`src/hw/soc_params.svh`:
```
`ifndef SOC_PARAMS_SVH
`define SOC_PARAMS_SVH

// bus widths
`define SOC_ADDR_W      32
`define SOC_DATA_W      32

// address map, the top nibble picks the region
`define SOC_REGION_MASK 32'hF000_0000
`define SOC_SRAM_BASE   32'h0000_0000
`define SOC_TIMER_BASE  32'h4000_0000

// sram depth in words, indexed by addr[9:2]
`define SOC_SRAM_WORDS  256

`endif

```
`src/hw/soc_pkg.sv`:
```
package soc_pkg;

    // single transfers only, no SEQ or BUSY
    typedef enum logic [1:0] {
        IDLE   = 2'b00,
        NONSEQ = 2'b10
    } htrans_e;

    typedef enum logic {
        ARB_IDLE = 1'b0,
        ARB_BUSY = 1'b1
    } arb_state_e;

    // byte offsets inside the timer region
    typedef enum logic [3:0] {
        TMR_CTRL   = 4'h0,
        TMR_CMP    = 4'h4,
        TMR_COUNT  = 4'h8,
        TMR_STATUS = 4'hC
    } timer_reg_e;

endpackage

```
`src/hw/ahb_timer.sv`:
```
`timescale 1ns/1ns
`include "soc_params.svh"

module ahb_timer (
    input  logic                   clk,
    input  logic                   rst_n_i,
    input  logic                   sel_i,
    input  logic                   write_i,
    input  logic [`SOC_ADDR_W-1:0] addr_i,
    input  logic [`SOC_DATA_W-1:0] wdata_i,
    output logic                   readyout_o,
    output logic [`SOC_DATA_W-1:0] rdata_o,
    output logic                   timer_irq_o
);

    soc_pkg::timer_reg_e    reg_sel;
    logic                   wait_q;
    logic                   wr_en;
    logic                   match;
    logic                   clr_flag;
    // bit 0 count enable, bit 1 irq enable
    logic [1:0]             ctrl_q;
    logic [`SOC_DATA_W-1:0] cmp_q;
    logic [`SOC_DATA_W-1:0] count_q;
    logic                   flag_q;
    logic [`SOC_DATA_W-1:0] rd_word;
    logic [`SOC_DATA_W-1:0] rdata_q;

    assign reg_sel  = soc_pkg::timer_reg_e'(addr_i[3:0]);
    assign wr_en    = sel_i & wait_q & write_i;
    assign match    = ctrl_q[0] & (count_q == cmp_q);
    assign clr_flag = wr_en & (reg_sel == soc_pkg::TMR_STATUS) & wdata_i[0];

    always_ff @(posedge clk or negedge rst_n_i) begin
        if (!rst_n_i) begin
            wait_q <= 1'b0;
        end else begin
            wait_q <= sel_i & ~wait_q;
        end
    end

    always_ff @(posedge clk or negedge rst_n_i) begin
        if (!rst_n_i) begin
            ctrl_q <= 2'b00;
            cmp_q  <= '0;
        end else begin
            if (wr_en && reg_sel == soc_pkg::TMR_CTRL) begin
                ctrl_q <= wdata_i[1:0];
            end
            if (wr_en && reg_sel == soc_pkg::TMR_CMP) begin
                cmp_q <= wdata_i;
            end
        end
    end

    // wrap to zero on compare, a new match beats a clear
    always_ff @(posedge clk or negedge rst_n_i) begin
        if (!rst_n_i) begin
            count_q <= '0;
            flag_q  <= 1'b0;
        end else begin
            if (match) begin
                count_q <= '0;
            end else if (ctrl_q[0]) begin
                count_q <= count_q + 1'b1;
            end
            if (match) begin
                flag_q <= 1'b1;
            end else if (clr_flag) begin
                flag_q <= 1'b0;
            end
        end
    end

    always_comb begin
        case (reg_sel)
            soc_pkg::TMR_CTRL:   rd_word = {{(`SOC_DATA_W-2){1'b0}}, ctrl_q};
            soc_pkg::TMR_CMP:    rd_word = cmp_q;
            soc_pkg::TMR_COUNT:  rd_word = count_q;
            soc_pkg::TMR_STATUS: rd_word = {{(`SOC_DATA_W-1){1'b0}}, flag_q};
            default:             rd_word = '0;
        endcase
    end

    // sampled in the wait cycle like the sram
    always_ff @(posedge clk) begin
        if (sel_i && !wait_q) begin
            rdata_q <= rd_word;
        end
    end

    assign readyout_o  = wait_q;
    assign rdata_o     = rdata_q;
    assign timer_irq_o = flag_q & ctrl_q[1];

    assert property (@(posedge clk) disable iff (!rst_n_i) !ctrl_q[1] |-> !timer_irq_o);

endmodule

```
`config.mk`:
```
export PLATFORM = sky130hd
export DESIGN_NAME = ahb_timer
export DESIGN_NICKNAME = d
export VERILOG_FILES = /design/src/hw/soc_pkg.sv /design/src/hw/ahb_timer.sv
export VERILOG_INCLUDE_DIRS = /design/src /design/src/hw
export SDC_FILE = /design/constraint.sdc
export NUM_CORES = 1
export LEC_CHECK = 0
export BUFFER_PORTS_ARGS = -buffer_cell sky130_fd_sc_hd__buf_2
export CELL_PAD_IN_SITES_DETAIL_PLACEMENT = 1
export CELL_PAD_IN_SITES_GLOBAL_PLACEMENT = 2
export CORE_AREA = 2 2 121 123
export DETAILED_ROUTE_END_ITERATION = 8
export DIE_AREA = 0 0 123 125
export PLACE_DENSITY = 0.85
export SLEW_MARGIN = 25
export SYNTH_ARGS = -nofsm -noshare
export SYNTH_HDL_FRONTEND = slang
export SYNTH_SLANG_ARGS = --single-unit
```
`constraint.sdc`:
```
create_clock -name clk -period 3.2 [get_ports clk]
set_input_delay 0.32 -clock clk [delete_from_list [all_inputs] [get_ports clk]]
set_output_delay 0.32 -clock clk [all_outputs]
set_load 0.02 [all_outputs]
```
==> flow_metrics.py <==
metrics = {
    "run_status": {
        "run_status": "completed",
    },
    "sta": {
        "rsz0062_at_grt": "false",
        "clock_skew_ns": 0.00903,
        "fmax_mhz": 477,
        "finalSetupViolations": 0,
        "max-slew-margin-rel": 0.392,
        "period_share": 0.655,
        "report.final.hold_viol_count": 0,
        "fin_crit_ns": 2.09,
        "drv_slew": 0,
        "fin_tns_setup_ns": 0,
        "worstMarginPinSlew_ns": 0.912,
    },
    "floorplanning": {
        "core-area_mm2": 0.0142,
        "die_area_mm2": 0.0154,
        "die_w_um": 123,
        "initial_core_util": 0.350,
        "pin_count": 102,
        "die_height_um": 125,
        "num_rows": 44,
    },
    "clock_network": {
        "cts_root_buf": "clkbuf_16",
        "clk_pin_slew_ns": 0.07,
        "postCtsSetupBuffers": 0,
        "htreeDepth": 3,
        "clk_latency_ns": 0.35,
        "cts_sinks": 100,
        "cts_tree": "built",
        "ctsResizeCount": 0,
        "cts_hold_buffers": 0,
        "clk_path_buf_depth": 2,
        "cts_buffers": 9,
    },
    "placed_design": {
        "globalplace.congestion": 0.813,
        "place_area_mm2": 0.00550,
        "dp_hpwl_um": 9320,
        "io_buffers": 73,
    },
    "setup_path": {
        "end_kind": "flop",
        "crit_chain": "xor2_1, nor4_1, nand4_2, nor3_4, buf_4, nor2_2",
        "arrival_ns": 2.31,
        "criticalPathCategory": "reg2reg",
        "cp_top_family": "simple AND/OR/NAND/NOR gates",
        "slowest_stage": "dfrtp_1",
        "crit_required_ns": 3.42,
        "timing.reg2reg.setup_slack_ns": 1.11,
        "reg2reg_to": "count_q[25]",
        "worst_path_largest_cell_delay_ns": 0.54,
        "worst-path-buf-inv": 1,
        "crit_path_max_fanout": 21,
        "r2r_start": "count_q[11]",
        "critical_path_depth": 6,
        "worst_setup_path_start_kind": "flop",
        "ff2ff_path_depth": 6,
    },
    "layout": {
        "drive_gt1_frac": 0.286,
        "area_growth_pct": 17.5,
        "nets": 554,
        "nFillCells": 1548,
        "stdcell_area_mm2": 0.00583,
        "diodes": 0,
    },
    "routing": {
        "drc": 0,
        "via_per_inst": 5.13,
        "wl_per_cell_um": 19.0,
        "vias": 3460,
        "drt_iter0_markers": 215,
        "first_pass_iters": 4,
        "ant_nets": 0,
        "totalWireLength_um": 12800,
    },
    "yosys": {
        "muxShareOfSynthArea": 0.0836,
        "yosysWarnings": 0,
        "ys_seq_area_frac": 0.536,
        "synth_compound_area_frac": 0.0524,
        "syn_nets": 489,
        "syn_inst": 420,
        "synth-simple-area-share": 0.187,
        "async_flop_share": 0.680,
        "ys_types": 43,
        "synth.avg_cell_area_um2": 11.8,
        "synthFlopType": "dfrtp_1",
        "synth_edf_count": 32,
        "syn_area_mm2": 0.00497,
        "synth_top_family_by_area": "simple AND/OR/NAND/NOR gates",
        "ys_seq_elements": 100,
        "synthAdderAreaFrac": 0.00252,
        "yosys.area_share.xor_xnor": 0.108,
    },
    "global_routing": {
        "antenna_found_initial": 0,
        "grt_max_degree": 69,
        "grt_pass1_wl_um": 20900,
        "grt_use_total": 0.178,
        "gr-total-overflow": 0,
        "grt_pass1_vias": 3706,
    },
    "pwr": {
        "power_density_mw_per_mm2": 543,
        "p_leak_nw": 2.65,
        "vdd_drop_max_mv": 0.295,
    },
    "worst_hold_path": {
        "hp-class": "in2async",
    },
    "flow_run": {
        "maxCapViolations": 0,
    },
}
-- how the worst max path moves through the flow --
stage | from | end
final | count_q[11] | count_q[25]
after global routing | count_q[11] | count_q[25]
after CTS | count_q[11] | count_q[23]
after detailed placement | count_q[11] | count_q[23]
after global placement | count_q[6] | count_q[11]
after floorplan | readyout_o | rdata_o[0]
-- cell usage in the layout, fill, tap and decap left out, drive strengths merged, types with 12 or more instances in the layout --
cell    netlist  routed
edfxtp       32      32
xor2         52      52
dfrtp        68      68
buf          16      81
nand3        14      14
nor2         66      66
nand4        21      21
a22oi        30      30
nor4         12      12
mux2         34      34
-- flip-flops by register name, summed over array words and instances, names as in the netlist --
name,flops
count_q,32
readyout_o,1
flag_q,1
rdata_o,32
ctrl_q,2
cmp_q,32
-- report_power, final --
part	total, mW	switching [mW]	internal [mW]
Combinational	0.407	0.240	0.167
Clock	1.24	0.476	0.762
Sequential	1.52	0.112	1.41
-- routing by layer --
metal	wire length, um	part of all wire	vias to the layer above	track usage
li1	-	-	1620	-
met5	0	0	-	0
met1	5890	0.46	1742	0.250
met2	6190	0.48	82	0.284
met4	269	0.021	0	0.0689
met3	459	0.036	16	0.0187
-- stage by stage --
| stage | util | setup slack, ns | hold WS (ns) | instances | power [mW] |
|---|---|---|---|---|---|
| 2_1_floorplan | - | 0.822 | 0.0244 | 420 | 1.79 |
| 3_3_place_gp | 0.387 | 1.16 | 0.493 | 658 | 1.93 |
| 3_5_place_dp | 0.387 | 1.08 | 0.529 | 658 | 1.96 |
| 4_1_cts | 0.411 | 1.07 | 0.182 | 674 | 3.20 |
| 5_1_grt | 0.411 | 0.934 | 0.192 | 674 | 3.30 |
| 6_report | 0.411 | 1.11 | 0.180 | 674 | 3.17 |
-- cells in the mapped netlist, types with 2 or more instances --
cell type / number / area, um^2
mux2_1: 34 / 383
nor3_1: 2 / 10.0
buf_2: 10 / 50.1
xnor2_1: 9 / 78.8
nor3_4: 2 / 32.5
and3_1: 5 / 31.3
nand3_1: 14 / 70.1
inv_1: 3 / 11.3
nor4_1: 11 / 68.8
xor2_1: 52 / 455
buf_6: 3 / 33.8
dfrtp_1: 68 / 1700
nand4_1: 19 / 119
a22oi_1: 30 / 225
buf_1: 2 / 7.51
nor2b_1: 3 / 18.8
nand2_1: 8 / 30.0
o21ai_0: 2 / 10.0
nand2b_1: 5 / 31.3
clkbuf_1: 11 / 41.3
nor2_2: 29 / 181
and2_1: 5 / 31.3
nor2_1: 37 / 139
edfxtp_1: 32 / 961
and4_1: 4 / 35.0
nand4_2: 2 / 25.0
nor4b_2: 2 / 30.0
-- cells by family after synthesis --
group	after synthesis
muxes	36
AOI/OAI and AO/OA	36
and+or+nand+nor	156
buffers and inverters	30
xor gates and xnor gates	61
DFF	100
adders and majority gates	1
-- area by class of cell --
cell class / count / area [um^2] / share of cell area
clock buffers: 9 / 225 / 0.0386
clock inverters: 7 / 114 / 0.0195
inverters: 3 / 11.3 / 0.00193
multi-input cells: 290 / 2170 / 0.371
flip-flops and latches: 100 / 2660 / 0.456
well taps: 184 / 230 / 0.0395
repair buffers: 81 / 425 / 0.0729
Note: power is estimated with default switching activity, not from simulation.
