===== config.mk =====
export PLATFORM = sky130hd
export DESIGN_NAME = bus_interconnect
export DESIGN_NICKNAME = d
export VERILOG_FILES = /design/src/hw/soc_pkg.sv /design/src/hw/bus_arbiter.sv /design/src/hw/bus_interconnect.sv
export VERILOG_INCLUDE_DIRS = /design/src /design/src/hw
export SDC_FILE = /design/constraint.sdc
export NUM_CORES = 1
export LEC_CHECK = 0
export BUFFER_PORTS_ARGS = -buffer_cell sky130_fd_sc_hd__buf_2
export CAP_MARGIN = 30
export CORE_AREA = 3 3 129 131
export CTS_BUF_LIST = sky130_fd_sc_hd__clkbuf_16
export DETAILED_ROUTE_END_ITERATION = 8
export DIE_AREA = 0 0 132 134
export GPL_TIMING_DRIVEN = 0
export PLACE_DENSITY = 0.52
export SKIP_CTS_REPAIR_TIMING = 1
export SLEW_MARGIN = 30
export SYNTH_ARGS = -nofsm -noshare
export SYNTH_HDL_FRONTEND = slang
export SYNTH_SLANG_ARGS = --single-unit
export TNS_END_PERCENT = 50

===== constraint.sdc =====
create_clock -name clk -period 1.7 [get_ports clk]
set_input_delay 0.085 -clock clk [delete_from_list [all_inputs] [get_ports clk]]
set_output_delay 0.085 -clock clk [all_outputs]
set_load 0.05 [all_outputs]

===== src/hw/soc_params.svh =====
`ifndef SOC_PARAMS_SVH
`define SOC_PARAMS_SVH

// bus widths
`define SOC_ADDR_W      32
`define SOC_DATA_W      32

// address map, the top nibble picks the region
`define SOC_REGION_MASK 32'hF000_0000
`define SOC_SRAM_BASE   32'h0000_0000
`define SOC_TIMER_BASE  32'h4000_0000

// sram depth in words, indexed by addr[9:2]
`define SOC_SRAM_WORDS  256

`endif


===== src/hw/soc_pkg.sv =====
package soc_pkg;

    // single transfers only, no SEQ or BUSY
    typedef enum logic [1:0] {
        IDLE   = 2'b00,
        NONSEQ = 2'b10
    } htrans_e;

    typedef enum logic {
        ARB_IDLE = 1'b0,
        ARB_BUSY = 1'b1
    } arb_state_e;

    // byte offsets inside the timer region
    typedef enum logic [3:0] {
        TMR_CTRL   = 4'h0,
        TMR_CMP    = 4'h4,
        TMR_COUNT  = 4'h8,
        TMR_STATUS = 4'hC
    } timer_reg_e;

endpackage


===== src/hw/bus_arbiter.sv =====
`timescale 1ns/1ns

module bus_arbiter (
    input  logic       clk,
    input  logic       rst_n_i,
    input  logic [1:0] req_i,
    input  logic [1:0] prio_i,
    input  logic       done_i,
    output logic [1:0] grant_o
);

    soc_pkg::arb_state_e state_q;
    soc_pkg::arb_state_e state_d;
    logic [1:0]          grant_q;
    logic [1:0]          grant_d;
    // index of the master granted last
    logic                last_q;
    logic                last_d;
    logic                winner;

    // lone requester, then single priority, then rotation
    always_comb begin
        if (req_i == 2'b01) begin
            winner = 1'b0;
        end else if (req_i == 2'b10) begin
            winner = 1'b1;
        end else if (prio_i == 2'b01) begin
            winner = 1'b0;
        end else if (prio_i == 2'b10) begin
            winner = 1'b1;
        end else begin
            winner = ~last_q;
        end
    end

    always_comb begin
        state_d = state_q;
        grant_d = grant_q;
        last_d  = last_q;
        case (state_q)
            soc_pkg::ARB_IDLE: begin
                if (|req_i) begin
                    state_d = soc_pkg::ARB_BUSY;
                    grant_d = winner ? 2'b10 : 2'b01;
                    last_d  = winner;
                end
            end
            soc_pkg::ARB_BUSY: begin
                if (done_i) begin
                    state_d = soc_pkg::ARB_IDLE;
                    grant_d = 2'b00;
                end
            end
        endcase
    end

    // fetch counts as last granted out of reset
    always_ff @(posedge clk or negedge rst_n_i) begin
        if (!rst_n_i) begin
            state_q <= soc_pkg::ARB_IDLE;
            grant_q <= 2'b00;
            last_q  <= 1'b0;
        end else begin
            state_q <= state_d;
            grant_q <= grant_d;
            last_q  <= last_d;
        end
    end

    assign grant_o = grant_q;

    assert property (@(posedge clk) disable iff (!rst_n_i) $onehot0(grant_o));

endmodule


===== src/hw/bus_interconnect.sv =====
`timescale 1ns/1ns
`include "soc_params.svh"

module bus_interconnect (
    input  logic                   clk,
    input  logic                   rst_n_i,
    // fetch port
    input  soc_pkg::htrans_e       if_htrans_i,
    input  logic [`SOC_ADDR_W-1:0] if_haddr_i,
    input  logic                   if_hwrite_i,
    input  logic [`SOC_DATA_W-1:0] if_hwdata_i,
    input  logic                   if_prio_i,
    output logic                   if_hready_o,
    output logic                   if_hresp_o,
    output logic [`SOC_DATA_W-1:0] if_hrdata_o,
    // load-store port
    input  soc_pkg::htrans_e       ls_htrans_i,
    input  logic [`SOC_ADDR_W-1:0] ls_haddr_i,
    input  logic                   ls_hwrite_i,
    input  logic [`SOC_DATA_W-1:0] ls_hwdata_i,
    input  logic                   ls_prio_i,
    output logic                   ls_hready_o,
    output logic                   ls_hresp_o,
    output logic [`SOC_DATA_W-1:0] ls_hrdata_o,
    // slave side
    output logic                   sram_sel_o,
    output logic                   timer_sel_o,
    output logic                   slv_write_o,
    output logic [`SOC_ADDR_W-1:0] slv_addr_o,
    output logic [`SOC_DATA_W-1:0] slv_wdata_o,
    input  logic                   sram_readyout_i,
    input  logic [`SOC_DATA_W-1:0] sram_rdata_i,
    input  logic                   timer_readyout_i,
    input  logic [`SOC_DATA_W-1:0] timer_rdata_i
);

    logic [1:0]             req;
    logic [1:0]             prio;
    logic [1:0]             grant;
    logic                   busy;
    logic [`SOC_ADDR_W-1:0] addr;
    logic                   hit_sram;
    logic                   hit_timer;
    logic                   err_sel;
    logic                   err_wait_q;
    logic                   done;
    logic [`SOC_DATA_W-1:0] rdata;

    assign req[0] = (if_htrans_i == soc_pkg::NONSEQ);
    assign req[1] = (ls_htrans_i == soc_pkg::NONSEQ);
    assign prio   = {ls_prio_i, if_prio_i};

    bus_arbiter u_arbiter (
        .clk     (clk),
        .rst_n_i (rst_n_i),
        .req_i   (req),
        .prio_i  (prio),
        .done_i  (done),
        .grant_o (grant)
    );

    // granted master drives the shared slave lines
    assign busy        = |grant;
    assign addr        = grant[1] ? ls_haddr_i : if_haddr_i;
    assign slv_addr_o  = addr;
    assign slv_write_o = grant[1] ? ls_hwrite_i : if_hwrite_i;
    assign slv_wdata_o = grant[1] ? ls_hwdata_i : if_hwdata_i;

    assign hit_sram  = (addr & `SOC_REGION_MASK) == `SOC_SRAM_BASE;
    assign hit_timer = (addr & `SOC_REGION_MASK) == `SOC_TIMER_BASE;

    assign sram_sel_o  = busy & hit_sram;
    assign timer_sel_o = busy & hit_timer;
    assign err_sel     = busy & ~hit_sram & ~hit_timer;

    // unmapped address, answer after one wait cycle
    always_ff @(posedge clk or negedge rst_n_i) begin
        if (!rst_n_i) begin
            err_wait_q <= 1'b0;
        end else begin
            err_wait_q <= err_sel & ~err_wait_q;
        end
    end

    assign done = sram_readyout_i | timer_readyout_i | err_wait_q;

    // error replies read as zero
    always_comb begin
        if (sram_readyout_i) begin
            rdata = sram_rdata_i;
        end else if (timer_readyout_i) begin
            rdata = timer_rdata_i;
        end else begin
            rdata = '0;
        end
    end

    assign if_hready_o = grant[0] & done;
    assign if_hresp_o  = grant[0] & err_wait_q;
    assign if_hrdata_o = grant[0] ? rdata : '0;
    assign ls_hready_o = grant[1] & done;
    assign ls_hresp_o  = grant[1] & err_wait_q;
    assign ls_hrdata_o = grant[1] ? rdata : '0;

    // completion only after the grant has been held a full cycle
    assert property (@(posedge clk) disable iff (!rst_n_i)
        if_hready_o |-> (grant[0] && $past(grant[0])));
    assert property (@(posedge clk) disable iff (!rst_n_i)
        ls_hready_o |-> (grant[1] && $past(grant[1])));

endmodule


==> results of run 1 <==
==> final timing paths <==
kind	cells past startpoint	slack (ns)	endpoint	startpoint
max	4	0.006	slv_wdata_o[21]	u_arbiter.grant_o[1]
min	3	0.20	u_arbiter.grant_o[0]	if_prio_i
max reg2reg	3	0.39	u_arbiter.grant_o[1]	u_arbiter.state_q
min reg2reg	1	0.60	u_arbiter.state_q	u_arbiter.state_q
max in group asynchronous	2	1.34	u_arbiter.grant_o[1]	rst_n_i
min in group asynchronous	2	0.21	u_arbiter.last_q	rst_n_i
==> worst max-delay path, stage by stage, from the launching register on <==
cell and delay, ns:
dfrtp_2 0.43, buf_12 0.17, buf_4 0.19, mux2_2 0.37, buf_2 0.22
==> per-stage QoR <==
stage	cell area, um2	instances
final	3950	781
after global routing	3950	781
after CTS	3879	781
after detailed placement	3800	777
after global placement	3800	777
after floorplan	1843	224
==> layer usage <==
metal,vias up,GRT usage
li1,1497,-
met1,1368,0.1410
met2,169,0.2050
met3,4,0.02438
met4,0,0.004084
met5,-,0
==> report_power, final <==
part / total, W / switching [W] / internal (W) / leakage (nW)
registers: 0.000307 / 0.000127 / 0.000180 / 0.0602
clock network: 0.000383 / 0.0000783 / 0.000305 / 0.0423
logic: 0.00565 / 0.00392 / 0.00173 / 2.04
==> layout by cell type (no fill, tap or decap), drive strengths merged <==
cell / count
a21oi: 4
a22oi: 32
a311oi: 1
a31o: 1
and2: 2
and3b: 1
and4: 1
buf: 347
clkbuf: 14
dfrtp: 5
dlygate4sd3: 1
inv: 2
mux2: 65
nand2: 2
nand2b: 4
nor2: 2
nor2b: 70
nor3: 3
nor3b: 1
nor4bb: 1
o21bai: 1
o31a: 1
or2b: 2
or3b: 2
==> flip-flops by register name, indices dropped and copies added, names as in the netlist <==
name,flops
err_wait_q,1
u_arbiter.grant_o,2
u_arbiter.last_q,1
u_arbiter.state_q,1
==> cell type report <==
cell class                 count  area (um2)
timing repair buffer         338        1710
multi-input combinational    196        1627
tap                          216       270.3
fill                        1784       11760
sequential                     5       127.6
clock buffer                   3       75.07
inverter                       1       3.754
buffer                        21       132.6
clock inverter                 1       3.754
==> kinds of logic after synthesis <==
family          after synthesis  share of synthesized area
mux                          65                     0.3977
buf+inv                      23                    0.05507
flops                         5                    0.06798
simple gates                 91                     0.3154
compound gates               40                     0.1638
==> flow_metrics.py, run 1 <==
metrics = {
    "run_status": {
        "status": "complete, no violations",
    },
    "floorplanning": {
        "die_area_um2": 17690,
        "core.rowCount": 46,
        "die_w_um": 132,
        "ios": 339,
        "die_h_um": 134,
        "start_util": 0.1171,
        "core_um2": 15710,
    },
    "grt": {
        "grt_pass1_wl_um": 16240,
        "antenna_found_initial": 0,
        "grt_pass1_vias": 2994,
        "grt_max_degree": 11,
        "overflow": 0,
        "gr-usage-all-layers": 0.1116,
    },
    "synthesis": {
        "yosysMostFrequentCell": "nor2b_1",
        "synth_top_cells_by_count": "69 x nor2b_1, 61 x mux2_2, 32 x a22oi_1, 12 x buf_2, 10 x clkbuf_1",
        "synth_top_cell_by_area": "mux2_2",
        "synthCells": 224,
        "synth_edf_count": 0,
        "yosys_warnings": 0,
        "seq_area_frac_synth": 0.06798,
        "yosys-top-cells-area": "mux2_2 37%, nor2b_1 23%, a22oi_1 13%",
        "synth_area_um2": 1841,
        "synth_cell_type_count": 26,
        "synth.ff_latch_count": 5,
        "synth.avg_cell_area_um2": 8.217,
        "ys.flop_type": "dfrtp_1",
        "synth_fp_nets": 428,
        "async_flop_share": 1.000,
        "yosys.area.top_type_share": 0.3732,
    },
    "sta": {
        "rsz0062_at_grt": "true",
        "setup_ws_ns": 0.006162,
        "period_share": 0.9964,
        "finalSetupViolCount": 0,
        "tightest_slew_ns": 0.5267,
        "whs_ns": 0.2027,
        "timing.fmax_mhz": 590.4,
        "skew_ns": 0.0002391,
        "min_period_ns": 1.694,
        "fin_setup_tns_ns": 0,
        "finalHoldViolCount": 0,
        "max-slew-margin-rel": 0.6489,
        "final_max_slew_viol_count": 0,
    },
    "routing": {
        "dr.pass1.iters": 4,
        "wl_per_cell_um": 14.20,
        "wl_um": 11090,
        "drc": 0,
        "dr_total_vias": 3038,
        "highest_layer": "met4",
        "dr_wl_met2_um": 5580,
        "m1WireLength_um": 4637,
        "postRouteAntennaNets": 0,
        "route.met3.wl_um": 845,
        "dr.first_iter.drc_count": 87,
        "avgViaCountPerCell": 3.890,
    },
    "critical_path": {
        "startpoint_type": "flop",
        "arrival_ns": 1.61,
        "crit_type": "flop to output port",
        "critPathRequiredTime_ns": 1.62,
        "cp_max_fo": 10,
        "cp-end-kind": "output port",
    },
    "layout": {
        "layout-drive-gt1-share": 0.7593,
        "layout.nets": 770,
        "postLayoutCoreUtil": 0.2514,
        "antenna_cells": 0,
        "syn2layout_area_growth_pct": 114.6,
    },
    "clock_network": {
        "numCtsBuffers": 3,
        "ctsLongestPathBuffers": 2,
        "tritoncts": "built",
        "clock-root-buffer": "clkbuf_16",
        "cts_sinks": 5,
        "h-tree-depth": 1,
        "clk_latency_ns": 0.23,
        "path_clk_slew_ns": 0.03,
    },
    "place": {
        "hpwl_um": 9744,
        "dp_slack_ns": -0.1999,
        "gp_congestion": 0.8282,
        "port_buffers": 337,
    },
    "hold_path": {
        "hold_path_class": "input pin to flop",
    },
    "run": {
        "cap_violations": 0,
    },
    "power": {
        "power.density_nw_per_um2": 1605,
        "total_power_w": 0.006341,
        "p_leak_nw": 2.144,
        "irDropWorstVdd_mv": 0.6159,
    },
}
Power figures use the tool's default switching activity.
==> run 2, diff against run 1 <==
SETUP_SLACK_MARGIN = 0.05   (was not set)
==> run 2 against run 1 <==
Cell count is 0.13% higher. First-iteration DRC count is 14% lower. Sequential share of layout area is 0.48 points lower. Critical path type unchanged. Largest power group unchanged. Highest routed layer unchanged.
==> flow_metrics.py, run 2 (same netlist as run 1, synthesis figures left out) <==
metrics = {
    "layout": {
        "antenna_cells": 0,
        "final_cell_mix": "270 x buf_2, 67 x nor2b_1, 35 x mux2_2",
        "final_cell_count_no_fill": 782,
        "layout-drive-gt1-share": 0.7686,
        "final_common_cell": "buf_2",
        "syn2layout_area_growth_pct": 151.7,
        "layout.nets": 771,
        "design_area_um2": 4633,
        "regArea_um2": 127.6,
        "largest_register_ffs": 2,
        "postLayoutCoreUtil": 0.2949,
        "n_fill_cell": 1711,
        "multiInputGateArea_um2": 1745,
    },
    "sta": {
        "finalHoldViolCount": 0,
        "min_period_ns": 1.628,
        "period_share": 0.9574,
        "final_max_slew_viol_count": 0,
        "max-slew-margin-rel": 0.6528,
        "whs_ns": 0.2026,
        "tightest_slew_ns": 0.5209,
        "rsz0062_at_grt": "true",
        "skew_ns": 0.0002673,
        "setup_ws_ns": 0.07238,
        "finalSetupViolCount": 0,
        "timing.fmax_mhz": 614.4,
    },
    "floorplanning": {
        "die_h_um": 134,
        "ios": 339,
        "core_um2": 15710,
        "core.rowCount": 46,
        "die_area_um2": 17690,
        "start_util": 0.1171,
        "die_w_um": 132,
    },
    "power": {
        "power_frac_seq": 0.042,
        "p_int_w": 0.003146,
        "irDropWorstVdd_mv": 0.6258,
        "swShare": 0.5818,
        "power_frac_clock": 0.051,
        "power.density_nw_per_um2": 1623,
        "switchingPower_w": 0.004376,
        "p_leak_nw": 2.418,
        "p_comb_frac": 0.907,
    },
    "routing": {
        "dr_total_vias": 3093,
        "avgViaCountPerCell": 3.955,
        "drc": 0,
        "dr.first_iter.drc_count": 75,
        "wl_um": 12150,
        "postRouteAntennaNets": 0,
        "dr.pass1.iters": 7,
        "wl_per_cell_um": 15.54,
    },
    "place": {
        "port_buffers": 337,
        "place_inst": 777,
        "gp_congestion": 0.8282,
        "hpwl_um": 9744,
        "place_area_um2": 3800,
        "dp_slack_ns": -0.1999,
    },
    "run_status": {
        "status": "complete, no violations",
    },
    "clock_network": {
        "ctsLongestPathBuffers": 2,
        "h-tree-depth": 1,
        "numCtsBuffers": 3,
        "tritoncts": "built",
        "clock-root-buffer": "clkbuf_16",
        "cts_sinks": 5,
        "path_clk_slew_ns": 0.03,
        "clk_latency_ns": 0.23,
    },
    "critical_path": {
        "cp_max_fo": 10,
        "cp-end-kind": "output port",
        "crit_type": "flop to output port",
        "arrival_ns": 1.54,
        "startpoint_type": "flop",
        "critPathRequiredTime_ns": 1.62,
    },
    "grt": {
        "antenna_found_initial": 0,
        "gr-usage-all-layers": 0.1116,
        "grt_max_degree": 11,
        "grt_pass1_wl_um": 16240,
        "grt_pass1_vias": 2994,
        "overflow": 0,
    },
    "hold_path": {
        "hold_path_class": "input pin to flop",
    },
    "run": {
        "cap_violations": 0,
    },
}
run 2: cell count changes in the layout (fill, tap and decap cells not counted), moves of 10 or more:
| cell | before | now |
|---|---|---|
| buf_6 | 2 | 15 |
| buf_4 | 4 | 15 |
| buf_8 | 0 | 33 |
| clkbuf_4 | 3 | 13 |
| mux2_4 | 0 | 29 |
| buf_2 | 340 | 270 |
| mux2_2 | 61 | 35 |
run 2: final timing paths:
kind / start / end / slack (ns) / cells after the start
min in group asynchronous: rst_n_i / u_arbiter.last_q / 0.21 / 2
hold reg to reg: u_arbiter.state_q / u_arbiter.state_q / 0.61 / 1
max in group asynchronous: rst_n_i / u_arbiter.grant_o[1] / 1.34 / 2
setup / recovery: u_arbiter.grant_o[1] / slv_wdata_o[15] / 0.07 / 4
setup reg to reg: u_arbiter.state_q / u_arbiter.grant_o[1] / 0.39 / 3
hold / removal: if_prio_i / u_arbiter.grant_o[0] / 0.20 / 3
run 2: power groups by stage:
| stage | logic (W) | registers (W) | clock network [W] |
|---|---|---|---|
| final | 0.00683 | 0.000314 | 0.000383 |
| after global routing | 0.00710 | 0.000343 | 0.000401 |
| after CTS | 0.00564 | 0.000260 | 0.000391 |
| after detailed placement | 0.00562 | 0.000261 | 0 |
| after global placement | 0.00564 | 0.000260 | 0 |
| after floorplan | 0.00431 | 0.000212 | 0 |
run 2: worst max-delay path, cell delays in order (launching register included):
cell and delay, ns:
dfrtp_2 0.46, clkbuf_16 0.20, buf_12 0.14, mux2_2 0.35, buf_6 0.16
run 2: per-stage QoR:
stage / TNS, ns / power (W)
finish: 0 / 0.007522
global route: 0 / 0.007846
CTS: -35.41 / 0.006290
detailed placement: -9.944 / 0.005883
global placement: -9.354 / 0.005897
floorplan: -0.07071 / 0.004525
run 2: cell type report:
type                       instances  share of cell area
buffer                            21             0.04294
clock buffer                       3             0.01620
clock inverter                     1           0.0008102
inverter                           1           0.0008102
multi-input combinational        196              0.3767
sequential                         5             0.02755
tap                              216             0.05833
timing repair buffer             339              0.4766
run 2: per-layer routing:
layer | up-vias | GRT usage | share of wire
met5 | - | 0 | 0
met4 | 0 | 0.004084 | 0.0064
met3 | 8 | 0.02438 | 0.073
met2 | 167 | 0.2050 | 0.53
met1 | 1421 | 0.1410 | 0.39
li1 | 1497 | - | -
